==> config.mk <==
export PLATFORM = sky130hd
export DESIGN_NAME = axil_master
export DESIGN_NICKNAME = d
export VERILOG_FILES = /design/src/design/bridge_pkg.sv /design/src/design/axil_master.sv
export SDC_FILE = /design/constraint.sdc
export NUM_CORES = 1
export LEC_CHECK = 0
export ABC_AREA = 1
export BUFFER_PORTS_ARGS = -buffer_cell sky130_fd_sc_hd__buf_2
export CAP_MARGIN = 10
export CORE_AREA = 2 2 97 99
export DETAILED_ROUTE_END_ITERATION = 8
export DIE_AREA = 0 0 99 101
export PLACE_DENSITY_LB_ADDON = 0.25
export SYNTH_ARGS = -nofsm -noshare
export SYNTH_HDL_FRONTEND = slang
export SYNTH_SLANG_ARGS = --single-unit
==> constraint.sdc <==
create_clock -name heep_clk -period 9.5 [get_ports heep_clk]
set_clock_uncertainty 0.05 [all_clocks]
set_input_delay 0 -clock heep_clk [delete_from_list [all_inputs] [get_ports heep_clk]]
set_output_delay 0 -clock heep_clk [all_outputs]
set_load 0.01 [all_outputs]
==> src/design/bridge_pkg.sv <==
// shared widths, host register map and bus structs for the host-to-AXI4-Lite bridge
// every block refers to these by scoped name
`default_nettype none

package bridge_pkg;

  // sizes ------------------------------
  localparam int unsigned BYTECNT_W   = 2;
  localparam int unsigned REG_IDX_W   = 3;
  localparam int unsigned HOST_ADDR_W = REG_IDX_W + BYTECNT_W;
  localparam int unsigned CMD_DEPTH   = 4;
  // 64 words, byte addresses 0..255
  localparam int unsigned SRAM_WORDS  = 64;

  // plain vectors
  typedef logic [HOST_ADDR_W-1:0] host_addr_t;
  typedef logic [7:0]             byte_t;
  typedef logic [31:0]            addr_t;
  typedef logic [31:0]            data_t;
  typedef logic [3:0]             strb_t;
  typedef logic [1:0]             resp_t;

  // register map -----------------------
  localparam logic [REG_IDX_W-1:0] REG_ADDR   = 3'd0;
  localparam logic [REG_IDX_W-1:0] REG_WDATA  = 3'd1;
  localparam logic [REG_IDX_W-1:0] REG_CMD    = 3'd2;
  localparam logic [REG_IDX_W-1:0] REG_STATUS = 3'd3;
  localparam logic [REG_IDX_W-1:0] REG_RDATA  = 3'd4;

  // command byte, strobe field in bits 7:4
  localparam int unsigned CMD_WRITE_BIT = 0;
  localparam int unsigned CMD_STRB_LSB  = 4;

  // status byte
  localparam int unsigned ST_BUSY   = 0;
  localparam int unsigned ST_FULL   = 1;
  localparam int unsigned ST_ERR    = 2;
  localparam int unsigned ST_RVALID = 3;

  localparam resp_t RESP_OKAY   = 2'd0;
  localparam resp_t RESP_SLVERR = 2'd2;

  // structs ----------------------------
  typedef struct packed {
    logic  write;
    strb_t strb;
    addr_t addr;
    data_t wdata;
  } cmd_t;

  typedef struct packed {
    logic  valid;
    logic  err;
    data_t rdata;
  } rsp_t;

  typedef struct packed {
    logic  awvalid;
    addr_t awaddr;
    logic  wvalid;
    data_t wdata;
    strb_t wstrb;
    logic  bready;
    logic  arvalid;
    addr_t araddr;
    logic  rready;
  } axil_req_t;

  typedef struct packed {
    logic  awready;
    logic  wready;
    logic  bvalid;
    resp_t bresp;
    logic  arready;
    logic  rvalid;
    data_t rdata;
    resp_t rresp;
  } axil_rsp_t;

endpackage

`default_nettype wire

==> src/design/axil_master.sv <==
// AXI4-Lite master, one buffered command at a time
// pops the head, runs a write or a read, then pulses a response to the host registers
`timescale 1ns/1ns
`default_nettype none

module axil_master (
  input  logic                  heep_clk,
  input  logic                  rst_n_i,
  input  bridge_pkg::cmd_t      head_i,
  input  logic                  empty_i,
  output logic                  pop_o,
  output bridge_pkg::axil_req_t axi_req_o,
  input  bridge_pkg::axil_rsp_t axi_rsp_i,
  output bridge_pkg::rsp_t      rsp_o,
  output logic                  busy_o
);

  typedef enum logic [2:0] {
    IDLE,
    WRITE_ADDR_DATA,
    WRITE_RESP,
    READ_ADDR,
    READ_DATA
  } state_e;

  state_e           state_q;
  bridge_pkg::cmd_t cmd_q;
  bridge_pkg::rsp_t rsp_q;
  // per-channel pending flags, aw and w may be taken apart
  logic             aw_pend_q;
  logic             w_pend_q;
  logic             aw_done;
  logic             w_done;

  assign pop_o   = (state_q == IDLE) && !empty_i;
  assign aw_done = axi_rsp_i.awready || !aw_pend_q;
  assign w_done  = axi_rsp_i.wready || !w_pend_q;

  // captured command
  always_ff @(posedge heep_clk) begin
    if (pop_o)
      cmd_q <= head_i;
  end

  // FSM --------------------------------
  always_ff @(posedge heep_clk or negedge rst_n_i) begin
    if (!rst_n_i) begin
      state_q   <= IDLE;
      aw_pend_q <= 1'b0;
      w_pend_q  <= 1'b0;
      rsp_q     <= '0;
    end else begin
      rsp_q.valid <= 1'b0;
      case (state_q)
        IDLE: begin
          if (!empty_i) begin
            if (head_i.write) begin
              state_q   <= WRITE_ADDR_DATA;
              aw_pend_q <= 1'b1;
              w_pend_q  <= 1'b1;
            end else begin
              state_q <= READ_ADDR;
            end
          end
        end
        WRITE_ADDR_DATA: begin
          if (axi_rsp_i.awready)
            aw_pend_q <= 1'b0;
          if (axi_rsp_i.wready)
            w_pend_q <= 1'b0;
          if (aw_done && w_done)
            state_q <= WRITE_RESP;
        end
        WRITE_RESP: begin
          if (axi_rsp_i.bvalid) begin
            state_q     <= IDLE;
            rsp_q.valid <= 1'b1;
            rsp_q.err   <= (axi_rsp_i.bresp != bridge_pkg::RESP_OKAY);
            rsp_q.rdata <= '0;
          end
        end
        READ_ADDR: begin
          if (axi_rsp_i.arready)
            state_q <= READ_DATA;
        end
        READ_DATA: begin
          if (axi_rsp_i.rvalid) begin
            state_q     <= IDLE;
            rsp_q.valid <= 1'b1;
            rsp_q.err   <= (axi_rsp_i.rresp != bridge_pkg::RESP_OKAY);
            rsp_q.rdata <= axi_rsp_i.rdata;
          end
        end
        default: state_q <= IDLE;
      endcase
    end
  end

  // bus drive --------------------------
  always_comb begin
    axi_req_o.awvalid = (state_q == WRITE_ADDR_DATA) && aw_pend_q;
    axi_req_o.awaddr  = cmd_q.addr;
    axi_req_o.wvalid  = (state_q == WRITE_ADDR_DATA) && w_pend_q;
    axi_req_o.wdata   = cmd_q.wdata;
    axi_req_o.wstrb   = cmd_q.strb;
    axi_req_o.bready  = 1'b1;
    axi_req_o.arvalid = (state_q == READ_ADDR);
    axi_req_o.araddr  = cmd_q.addr;
    axi_req_o.rready  = 1'b1;
  end

  assign rsp_o = rsp_q;
  // held through the response cycle so host flags are settled when busy drops
  assign busy_o = (state_q != IDLE) || rsp_q.valid;

  a_aw_stable: assert property (@(posedge heep_clk) disable iff (!rst_n_i)
    axi_req_o.awvalid && !axi_rsp_i.awready |=> $stable(axi_req_o.awaddr));
  a_w_stable: assert property (@(posedge heep_clk) disable iff (!rst_n_i)
    axi_req_o.wvalid && !axi_rsp_i.wready |=> $stable(axi_req_o.wdata));

endmodule

`default_nettype wire

==> results.py, run 1 <==
metrics = {
    "outcome": {
        "outcome": "finished, final reports clean",
    },
    "worst_setup_path": {
        "crit_path_end_kind": "flop",
        "path_max_fanout": 34,
        "cp_data_required_time_ps": 9740,
        "start_kind": "flop",
        "crit_buf_inv": 2,
        "path_delay_family": "buffers and inverters",
        "critPathMaxStageDelay_ps": 560,
        "worst_path_max_delay_cell": "dlygate4sd3_1",
        "data_arrival_time_of_the_critical_path_ps": 2910,
        "critical_path_class": "flop to flop",
        "timing.critical_path.cells": "nor2_2 > nand3_4 > o21bai_1 > dlygate4sd3_1 > o211ai_1 > dlygate4sd3_1",
        "cp_common_cell": "dlygate4sd3_1",
    },
    "cells_and_area": {
        "nNetsFinal": 745,
        "drive_gt1_frac": 0.443,
        "flow.area_growth_from_synthesis_pct": 59.1,
    },
    "route": {
        "drt_pre_antenna_iters": 4,
        "vias": 3341,
        "post_drt_wl_per_cell_um": 14.4,
        "drt_total_wl_um": 10800,
        "drc_errors": 0,
        "post_drt_via_cell_ratio": 4.47,
        "post_route_antenna_net_violation_count": 0,
        "first_drt_iteration_drcs": 61,
    },
    "placed_design": {
        "port-buffer-count": 251,
        "routabilityCongestion": 0.832,
        "place_hpwl_um": 6900,
    },
    "die": {
        "pin_count": 254,
        "floorplan.die.height_um": 101,
        "num_rows": 35,
        "core-area_sq_mm": 0.00898,
        "die_area_sq_mm": 0.0100,
        "die_width_um": 99,
        "initial_utilization": 0.449,
    },
    "yosys": {
        "synth.top_cells.by_count": "edfxtp_1 (68), nand2_1 (46), inv_1 (42)",
        "synthesis.area_per_instance_sq_um": 13.5,
        "synth_area_sq_mm": 0.00403,
        "syn_inst": 298,
        "dominantRegCellSynth": "edfxtp_1",
        "cells_taking_the_most_area_after_synthesis": "edfxtp_1 (51%), dfrtp_1 (24%), buf_4 (6.3%)",
        "synth_async_sr_flop_share": 0.364,
        "synth_edf_count": 68,
        "ys_ff_latch": 107,
        "most_used_standard_cell_by_instance_count_after_synthesis": "edfxtp_1",
        "yosysUniqueCellTypes": 29,
        "yosysSeqAreaShare": 0.749,
        "netlist.area_leader.share": 0.507,
        "yosys_warnings": 0,
        "synthDominantAreaCellType": "edfxtp_1",
    },
    "timing": {
        "slew_viol_final": 0,
        "hold_ws_ps": 37.0,
        "timing_hold_violations_final": 0,
        "period_minus_slack_ps": 2680,
        "fmax_mhz": 374,
        "transition_time_of_the_tightest_slew_check_pin_ps": 866,
        "final.setup.tns_ps": 0,
        "timing.final.crit_share": 0.282,
        "setup_viol": 0,
        "relSlewSlack": 0.423,
        "grt_setup_unrepaired": "no",
    },
    "power_and_ir_drop": {
        "static-leakage-power_nw": 3.18,
        "vdd_ir_drop_max_v": 0.000157,
        "power.density_cell_area_mw_per_mm2": 230,
    },
    "global_route": {
        "overflow_left_after_global_routing": 0,
        "grt_util_all_layers": 0.212,
        "grt_pass1_vias": 3470,
        "grt_max_degree": 71,
        "antenna_found_initial": 1,
        "grt_pass1_wl_um": 16500,
    },
    "clock_tree": {
        "number_of_h_tree_levels": 3,
        "clk_path_buf_depth": 2,
        "clock_transition_at_the_register_clock_pins_on_the_worst_setup_and_hold_paths_after_cts_ps": 100,
        "clock_sink_count": 107,
        "numCtsBuffers": 9,
        "cts.root.buffer_cell": "clkbuf_8",
        "cts_resizes": 0,
        "clk-insertion-delay-late_ps": 350,
        "cts_tree": "built",
    },
    "job": {
        "max_cap_violations": 0,
    },
    "hold_path": {
        "hold_class": "input port to flop",
    },
}
==> cell usage in the layout (no fill, tap or decap), types with 2 or more instances in the layout <==
cell / n
nand3b_1: 2
clkbuf_8: 9
nor2_2: 3
o21ai_0: 3
inv_2: 2
conb_1: 2
a22oi_1: 2
buf_2: 251
edfxtp_1: 68
inv_1: 42
o21ai_2: 4
dfrtp_1: 39
inv_6: 2
o21ai_1: 26
dlygate4sd3_1: 111
nand2_1: 46
nand3_1: 4
nor2_1: 4
==> layout make-up <==
type | count | area [sq um]
antenna | 1 | 2.50
timing repair buffer | 363 | 2370
inverter | 45 | 171
clock buffer | 9 | 124
tap | 111 | 139
multi-input combinational | 106 | 537
sequential | 107 | 3020
fill | 605 | 2560
clock inverter | 6 | 48.8
==> worst register-to-register path, delay by kind of cell, from the launching register on <==
| family | cells | cell delay (ps) |
|---|---|---|
| and+or+nand+nor | 2 | 600 |
| DFF | 1 | 480 |
| buffers and inverters | 2 | 1110 |
| AOI/OAI and AO/OA | 2 | 380 |
==> sequential cells by signal, indices dropped and copies added, names as in the netlist <==
| name | flops |
|---|---|
| w_pend_q | 1 |
| rsp_o | 34 |
| axi_req_o | 68 |
| aw_pend_q | 1 |
| state_q | 3 |
==> cell families (layout without fill, tap and decap cells) <==
kind of cell	count (synthesis)	after routing	synth area share
simple gates	66	66	0.0754
other cells	1	3	0.000930
compound gates	38	38	0.0540
flops	107	107	0.749
buf+inv	86	423	0.121
==> power breakdown <==
group | total, W | internal, W | switching, W | leakage (nW)
clock network | 0.000255 | 0.0000976 | 0.000157 | 0.0857
logic | 0.000502 | 0.000214 | 0.000289 | 1.94
registers | 0.000721 | 0.000653 | 0.0000676 | 1.16
==> per-layer routing <==
metal  routed length (um)  vias up  track usage
li1                     -     1603            -
met2                 5900      166        0.400
met5                    0        -            0
met1                 3890     1552        0.235
met3                  772       20       0.0472
met4                  195        0       0.0748
==> through the flow <==
stage	util	std cells	setup WS [ps]	cell area, sq um	power (W)
3_3_place_gp	0.571	621	7470	5130	0.00117
2_1_floorplan	-	299	5190	4040	0.00102
4_1_cts	0.714	747	6790	6410	0.00148
6_report	0.715	748	6820	6410	0.00148
3_5_place_dp	0.571	621	7430	5130	0.00118
5_1_grt	0.715	748	6660	6410	0.00157
==> final timing paths <==
path                                        start                     end  slack [ps]  cells after the start
min in group asynchronous                 rst_n_i   rsp_o[20]$_DFFE_PN0P_         240                      2
setup reg to reg           state_q[1]$_DFFE_PN0P_   rsp_o[32]$_DFFE_PN0P_        6820                      6
setup / recovery           state_q[1]$_DFFE_PN0P_   rsp_o[32]$_DFFE_PN0P_        6820                      6
hold reg to reg             rsp_o[17]$_DFFE_PN0P_   rsp_o[17]$_DFFE_PN0P_         440                      2
max in group asynchronous                 rst_n_i  state_q[2]$_DFFE_PN0P_        8630                      2
hold / removal                      axi_rsp_i[35]  state_q[1]$_DFFE_PN0P_          40                      7
==> repair_timing <==
action                                  4_1_cts  5_1_grt
setup buffers                                 0        0
endpoints found under the setup margin        0        0
hold buffers                                111        0
hold endpoints to repair                    145        0
(Power assumes the default switching activity.)
==> run 2: changes to the inputs <==
--- a/config.mk
+++ b/config.mk
@@ -8,9 +8,8 @@
 export ABC_AREA = 1
 export BUFFER_PORTS_ARGS = -buffer_cell sky130_fd_sc_hd__buf_2
 export CAP_MARGIN = 10
-export CORE_AREA = 2 2 97 99
+export CORE_UTILIZATION = 38
 export DETAILED_ROUTE_END_ITERATION = 8
-export DIE_AREA = 0 0 99 101
 export PLACE_DENSITY_LB_ADDON = 0.25
 export SYNTH_ARGS = -nofsm -noshare
 export SYNTH_HDL_FRONTEND = slang
==> constraint.sdc (replaced) <==
create_clock -name heep_clk -period 2.3 [get_ports heep_clk]
set_clock_uncertainty 0.05 [all_clocks]
set_input_delay 0 -clock heep_clk [delete_from_list [all_inputs] [get_ports heep_clk]]
set_output_delay 0 -clock heep_clk [all_outputs]
set_load 0.01 [all_outputs]
==> run 2 against run 1 <==
  * Critical path depth fell by 1
  * Sequential power rose to 4.1 times the previous value
  * Count of clock-buffer cells in the layout rose by 1
  * Flip-flop and latch count did not move
==> results.py, run 2 (synthesis gave the netlist of run 1 again) <==
metrics = {
    "outcome": {
        "outcome": "finished, final reports clean",
    },
    "clock_tree": {
        "cts_tree": "built",
        "post_cts_setup_buffer_count": 0,
        "numCtsBuffers": 9,
        "clock_sink_count": 107,
        "clk-insertion-delay-late_ps": 370,
        "cts_resizes": 0,
        "holdBufCountCts": 114,
        "cts.root.buffer_cell": "clkbuf_8",
        "number_of_h_tree_levels": 3,
        "clk_path_buf_depth": 2,
        "clock_transition_at_the_register_clock_pins_on_the_worst_setup_and_hold_paths_after_cts_ps": 110,
    },
    "timing": {
        "final.setup.tns_ps": 0,
        "timing_hold_violations_final": 0,
        "transition_time_of_the_tightest_slew_check_pin_ps": 844,
        "timing.final.crit_share": 0.850,
        "relSlewSlack": 0.437,
        "period_minus_slack_ps": 1960,
        "slew_viol_final": 0,
        "grt_setup_unrepaired": "no",
        "fmax_mhz": 511,
        "setup_viol": 0,
    },
    "worst_setup_path": {
        "worst-r2r-cell-count": 5,
        "worst_r2r_startpoint": "state_q[1]$_DFFE_PN0P_",
        "start_kind": "flop",
        "critical_path_class": "flop to flop",
        "path_max_fanout": 17,
        "cp_data_required_time_ps": 2540,
        "crit_path_end_kind": "flop",
        "ff2ff_setup_slack_ps": 340,
        "r2r-end": "rsp_o[32]$_DFFE_PN0P_",
        "data_arrival_time_of_the_critical_path_ps": 2190,
    },
    "cells_and_area": {
        "sequential_cell_area_sq_mm": 0.00302,
        "antenna-diode-count": 0,
        "multi_input_comb_area_sq_um": 542,
        "layout.cells.most_common_list": "buf_2 (251), dlygate4sd3_1 (114), edfxtp_1 (68)",
        "drive_gt1_frac": 0.445,
        "nNetsFinal": 749,
        "largest_reg_flops": 68,
        "flow.area_growth_from_synthesis_pct": 61.5,
        "fillCellCount": 793,
        "finish.instance_area_sq_mm": 0.00651,
        "final_common_cell": "buf_2",
    },
    "die": {
        "core-area_sq_mm": 0.0103,
        "num_rows": 37,
        "floorplan.die.height_um": 105,
        "die_area_sq_mm": 0.0110,
        "pin_count": 254,
        "die_width_um": 105,
        "initial_utilization": 0.390,
    },
    "hold_path": {
        "hold_class": "input port to flop",
        "holdPathStages": 8,
        "min-delay-start": "axi_rsp_i[35]",
        "worst_hold_path.endpoint": "state_q[1]$_DFFE_PN0P_",
    },
    "route": {
        "post_drt_via_cell_ratio": 4.29,
        "first_drt_iteration_drcs": 93,
        "post_route_antenna_net_violation_count": 0,
        "vias": 3332,
        "drc_errors": 0,
        "drt_pre_antenna_iters": 4,
        "drt_total_wl_um": 10300,
        "post_drt_wl_per_cell_um": 13.3,
    },
    "placed_design": {
        "place_hpwl_um": 6810,
        "postPlaceCellArea_sq_mm": 0.00518,
        "routabilityCongestion": 0.837,
        "port-buffer-count": 251,
    },
    "global_route": {
        "antenna_found_initial": 0,
        "grt_pass1_vias": 3397,
        "grt_max_degree": 71,
        "overflow_left_after_global_routing": 0,
        "grt_pass1_wl_um": 16200,
        "grt_util_all_layers": 0.191,
    },
    "power_and_ir_drop": {
        "static-leakage-power_nw": 3.21,
        "p_total_w": 0.00617,
        "power.density_cell_area_mw_per_mm2": 948,
        "vdd_ir_drop_max_v": 0.000527,
    },
    "job": {
        "max_cap_violations": 0,
    },
}
## run 2: cell types whose count changed in the layout (fill, tap and decap cells not counted), sizes merged
cell / before / now
dlygate4sd3: 111 / 114
buf: 252 / 253
clkinv: 2 / 1
inv: 48 / 49
diode: 1 / 0
clkbuf: 9 / 10
## run 2: cell type report
class / instances / share of cell area
flip-flops and latches: 107 / 0.464
repair buffers: 367 / 0.372
multi-input cells: 106 / 0.0832
inverters: 45 / 0.0263
well taps: 136 / 0.0261
clock buffers: 10 / 0.0196
clock inverters: 6 / 0.00865
## run 2: power by group
part           switching, W  total, W  leakage (nW)  internal (W)
Combinational       0.00119   0.00211          1.96      0.000918
Clock              0.000670   0.00109        0.0913      0.000420
Sequential         0.000280   0.00297          1.16       0.00269
## run 2: how the worst max path moves through the flow
stage / start / end / depth (start not counted)
2_1_floorplan: state_q[1]$_DFFE_PN0P_ / axi_req_o[10]$_DFFE_PP_ / 4
3_3_place_gp: state_q[1]$_DFFE_PN0P_ / axi_req_o[11]$_DFFE_PP_ / 4
3_5_place_dp: state_q[1]$_DFFE_PN0P_ / axi_req_o[25]$_DFFE_PP_ / 4
4_1_cts: state_q[1]$_DFFE_PN0P_ / rsp_o[32]$_DFFE_PN0P_ / 5
5_1_grt: state_q[1]$_DFFE_PN0P_ / pop_o / 5
6_report: state_q[1]$_DFFE_PN0P_ / rsp_o[32]$_DFFE_PN0P_ / 5
## run 2: routing by layer
| metal | routed length [um] | track usage | vias up |
|---|---|---|---|
| met5 | 0 | 0 | - |
| met4 | 99 | 0.0604 | 0 |
| met3 | 772 | 0.0493 | 9 |
| met2 | 5750 | 0.367 | 154 |
| met1 | 3700 | 0.201 | 1561 |
| li1 | - | - | 1608 |
## run 2: through the flow
stage,cells,setup slack [ps],utilization,hold slack (ps)
3_5_place_dp,647,635,0.502,111
5_1_grt,777,231,0.631,121
3_3_place_gp,647,653,0.502,107
6_report,777,344,0.631,75.8
4_1_cts,777,322,0.631,61.1
2_1_floorplan,299,15.1,-,-346
## run 2: worst max-delay path, cell delays in order, from the launching register on
cell	delay [ps]
dfrtp_1	500
nor2_2	210
nand3_4	230
o21bai_1	230
dlygate4sd3_1	550
o211ai_1	90
==> run 3: changes to the inputs <==
--- a/config.mk
+++ b/config.mk
@@ -10,6 +10,7 @@
 export CAP_MARGIN = 10
 export CORE_UTILIZATION = 38
 export DETAILED_ROUTE_END_ITERATION = 8
+export MAX_ROUTING_LAYER = met4
 export PLACE_DENSITY_LB_ADDON = 0.25
 export SYNTH_ARGS = -nofsm -noshare
 export SYNTH_HDL_FRONTEND = slang
==> run 3 against run 2 <==
  * Sequential share of layout area did not move
  * Sequential power barely moved
  * Combinational power barely moved
  * Final cell count did not move
  * Clock power barely moved
  * Flip-flop and latch count did not move
  * Largest cell class unchanged
==> results.py, run 3 (synthesis gave the netlist of run 1 again) <==
metrics = {
    "power_and_ir_drop": {
        "static-leakage-power_nw": 3.21,
        "power.internal_w": 0.00403,
        "share_clk_of_total_power": 0.176,
        "net_sw_frac": 0.347,
        "switchingPower_w": 0.00214,
        "power_frac_comb": 0.342,
        "power.density_cell_area_mw_per_mm2": 948,
        "seq_power_share": 0.482,
        "vdd_ir_drop_max_v": 0.000525,
    },
    "timing": {
        "transition_time_of_the_tightest_slew_check_pin_ps": 853,
        "timing.final.crit_share": 0.847,
        "final.setup.tns_ps": 0,
        "period_minus_slack_ps": 1950,
        "setup_slack_ps": 352,
        "grt_setup_unrepaired": "no",
        "timing_hold_violations_final": 0,
        "setup_viol": 0,
        "slew_viol_final": 0,
        "relSlewSlack": 0.432,
        "fmax_mhz": 513,
    },
    "route": {
        "drc_errors": 0,
        "drt_total_wl_um": 10300,
        "drt_pre_antenna_iters": 4,
        "post_route_antenna_net_violation_count": 0,
        "first_drt_iteration_drcs": 96,
        "vias": 3310,
        "post_drt_via_cell_ratio": 4.26,
        "post_drt_wl_per_cell_um": 13.3,
    },
    "cells_and_area": {
        "nNetsFinal": 749,
        "drive_gt1_frac": 0.445,
        "antenna-diode-count": 0,
        "final_non_filler_cells": 777,
        "largest_reg_flops": 68,
        "fillCellCount": 793,
        "layout.cells.most_common_list": "buf_2 (251), dlygate4sd3_1 (114), edfxtp_1 (68)",
        "flow.area_growth_from_synthesis_pct": 61.5,
        "final_common_cell": "buf_2",
        "finish.instance_area_sq_mm": 0.00651,
    },
    "placed_design": {
        "dp_slack_ps": 635,
        "placed_cells": 647,
        "port-buffer-count": 251,
        "routabilityCongestion": 0.850,
        "place_hpwl_um": 6810,
        "postPlaceCellArea_sq_mm": 0.00518,
    },
    "clock_tree": {
        "clock_transition_at_the_register_clock_pins_on_the_worst_setup_and_hold_paths_after_cts_ps": 110,
        "clk_path_buf_depth": 2,
        "cts_resizes": 0,
        "clk-insertion-delay-late_ps": 360,
        "clock_sink_count": 107,
        "post_cts_setup_buffer_count": 0,
        "cts.root.buffer_cell": "clkbuf_8",
        "holdBufCountCts": 114,
        "cts_tree": "built",
        "numCtsBuffers": 9,
        "number_of_h_tree_levels": 3,
    },
    "die": {
        "floorplan.die.height_um": 105,
        "num_rows": 37,
        "die_width_um": 105,
        "initial_utilization": 0.390,
        "core-area_sq_mm": 0.0103,
        "pin_count": 254,
        "die_area_sq_mm": 0.0110,
    },
    "outcome": {
        "outcome": "finished, final reports clean",
    },
    "worst_setup_path": {
        "ff2ff_setup_slack_ps": 350,
        "critPathMaxStageDelay_ps": 560,
        "path_max_fanout": 17,
        "timing.critical_path.cells": "nor2_2 > nand3_4 > o21bai_1 > dlygate4sd3_1 > o211ai_1",
        "worst_path_max_delay_cell": "dlygate4sd3_1",
        "cp_data_required_time_ps": 2540,
        "data_arrival_time_of_the_critical_path_ps": 2180,
        "crit_path_end_kind": "flop",
        "start_kind": "flop",
        "critical_path_class": "flop to flop",
    },
    "global_route": {
        "grt_pass1_vias": 3397,
        "overflow_left_after_global_routing": 0,
        "antenna_found_initial": 0,
        "grt_max_degree": 71,
        "grt_util_all_layers": 0.197,
        "grt_pass1_wl_um": 16200,
    },
    "job": {
        "max_cap_violations": 0,
    },
    "hold_path": {
        "hold_class": "input port to flop",
    },
}
[run 3: critical path: cells and delay by family, from the launching register on]
family / cells / cell delay [ps]
AO/OA/AOI/OAI: 2 / 320
buffers and inverters: 1 / 560
flip-flops: 1 / 500
AND/OR/NAND/NOR: 2 / 450
[run 3: through the flow]
| step | power, W | utilization | hold slack, ps |
|---|---|---|---|
| floorplan | 0.00420 | - | -346 |
| global placement | 0.00487 | 0.502 | 107 |
| detailed placement | 0.00492 | 0.502 | 111 |
| CTS | 0.00623 | 0.631 | 61.1 |
| global route | 0.00656 | 0.631 | 119 |
| finish | 0.00617 | 0.631 | 78.0 |
[run 3: power groups by stage]
stage               sequential, W  clock [W]  combinational (W)
detailed placement        0.00300          0            0.00192
global placement          0.00298          0            0.00189
global route              0.00303    0.00121            0.00231
floorplan                 0.00324          0           0.000958
CTS                       0.00297    0.00113            0.00212
finish                    0.00297    0.00109            0.00211
[run 3: per-layer routing]
| metal | up-vias | GRT usage | wire length [um] |
|---|---|---|---|
| li1 | 1609 | - | - |
| met1 | 1548 | 0.207 | 3840 |
| met2 | 147 | 0.367 | 5760 |
| met3 | 6 | 0.0455 | 667 |
| met4 | 0 | 0.0513 | 72 |
| met5 | - | - | 0 |
[run 3: path summary, 6_finish.rpt]
kind	from	end	cells past startpoint
min reg2reg	rsp_o[17]$_DFFE_PN0P_	rsp_o[17]$_DFFE_PN0P_	2
max reg2reg	state_q[1]$_DFFE_PN0P_	rsp_o[32]$_DFFE_PN0P_	5
min in group asynchronous	rst_n_i	rsp_o[26]$_DFFE_PN0P_	2
max in group asynchronous	rst_n_i	state_q[0]$_DFFE_PN0P_	2
max	state_q[1]$_DFFE_PN0P_	rsp_o[32]$_DFFE_PN0P_	5
min	axi_rsp_i[35]	state_q[1]$_DFFE_PN0P_	8
[run 3: final cells by class]
class | count | area (sq um) | area share
Inverter | 45 | 171 | 0.0263
Timing Repair Buffer | 367 | 2420 | 0.372
Tap cell | 136 | 170 | 0.0261
Sequential cell | 107 | 3020 | 0.464
Clock inverter | 6 | 56.3 | 0.00865
Multi-Input combinational cell | 106 | 542 | 0.0832
Clock buffer | 10 | 128 | 0.0196
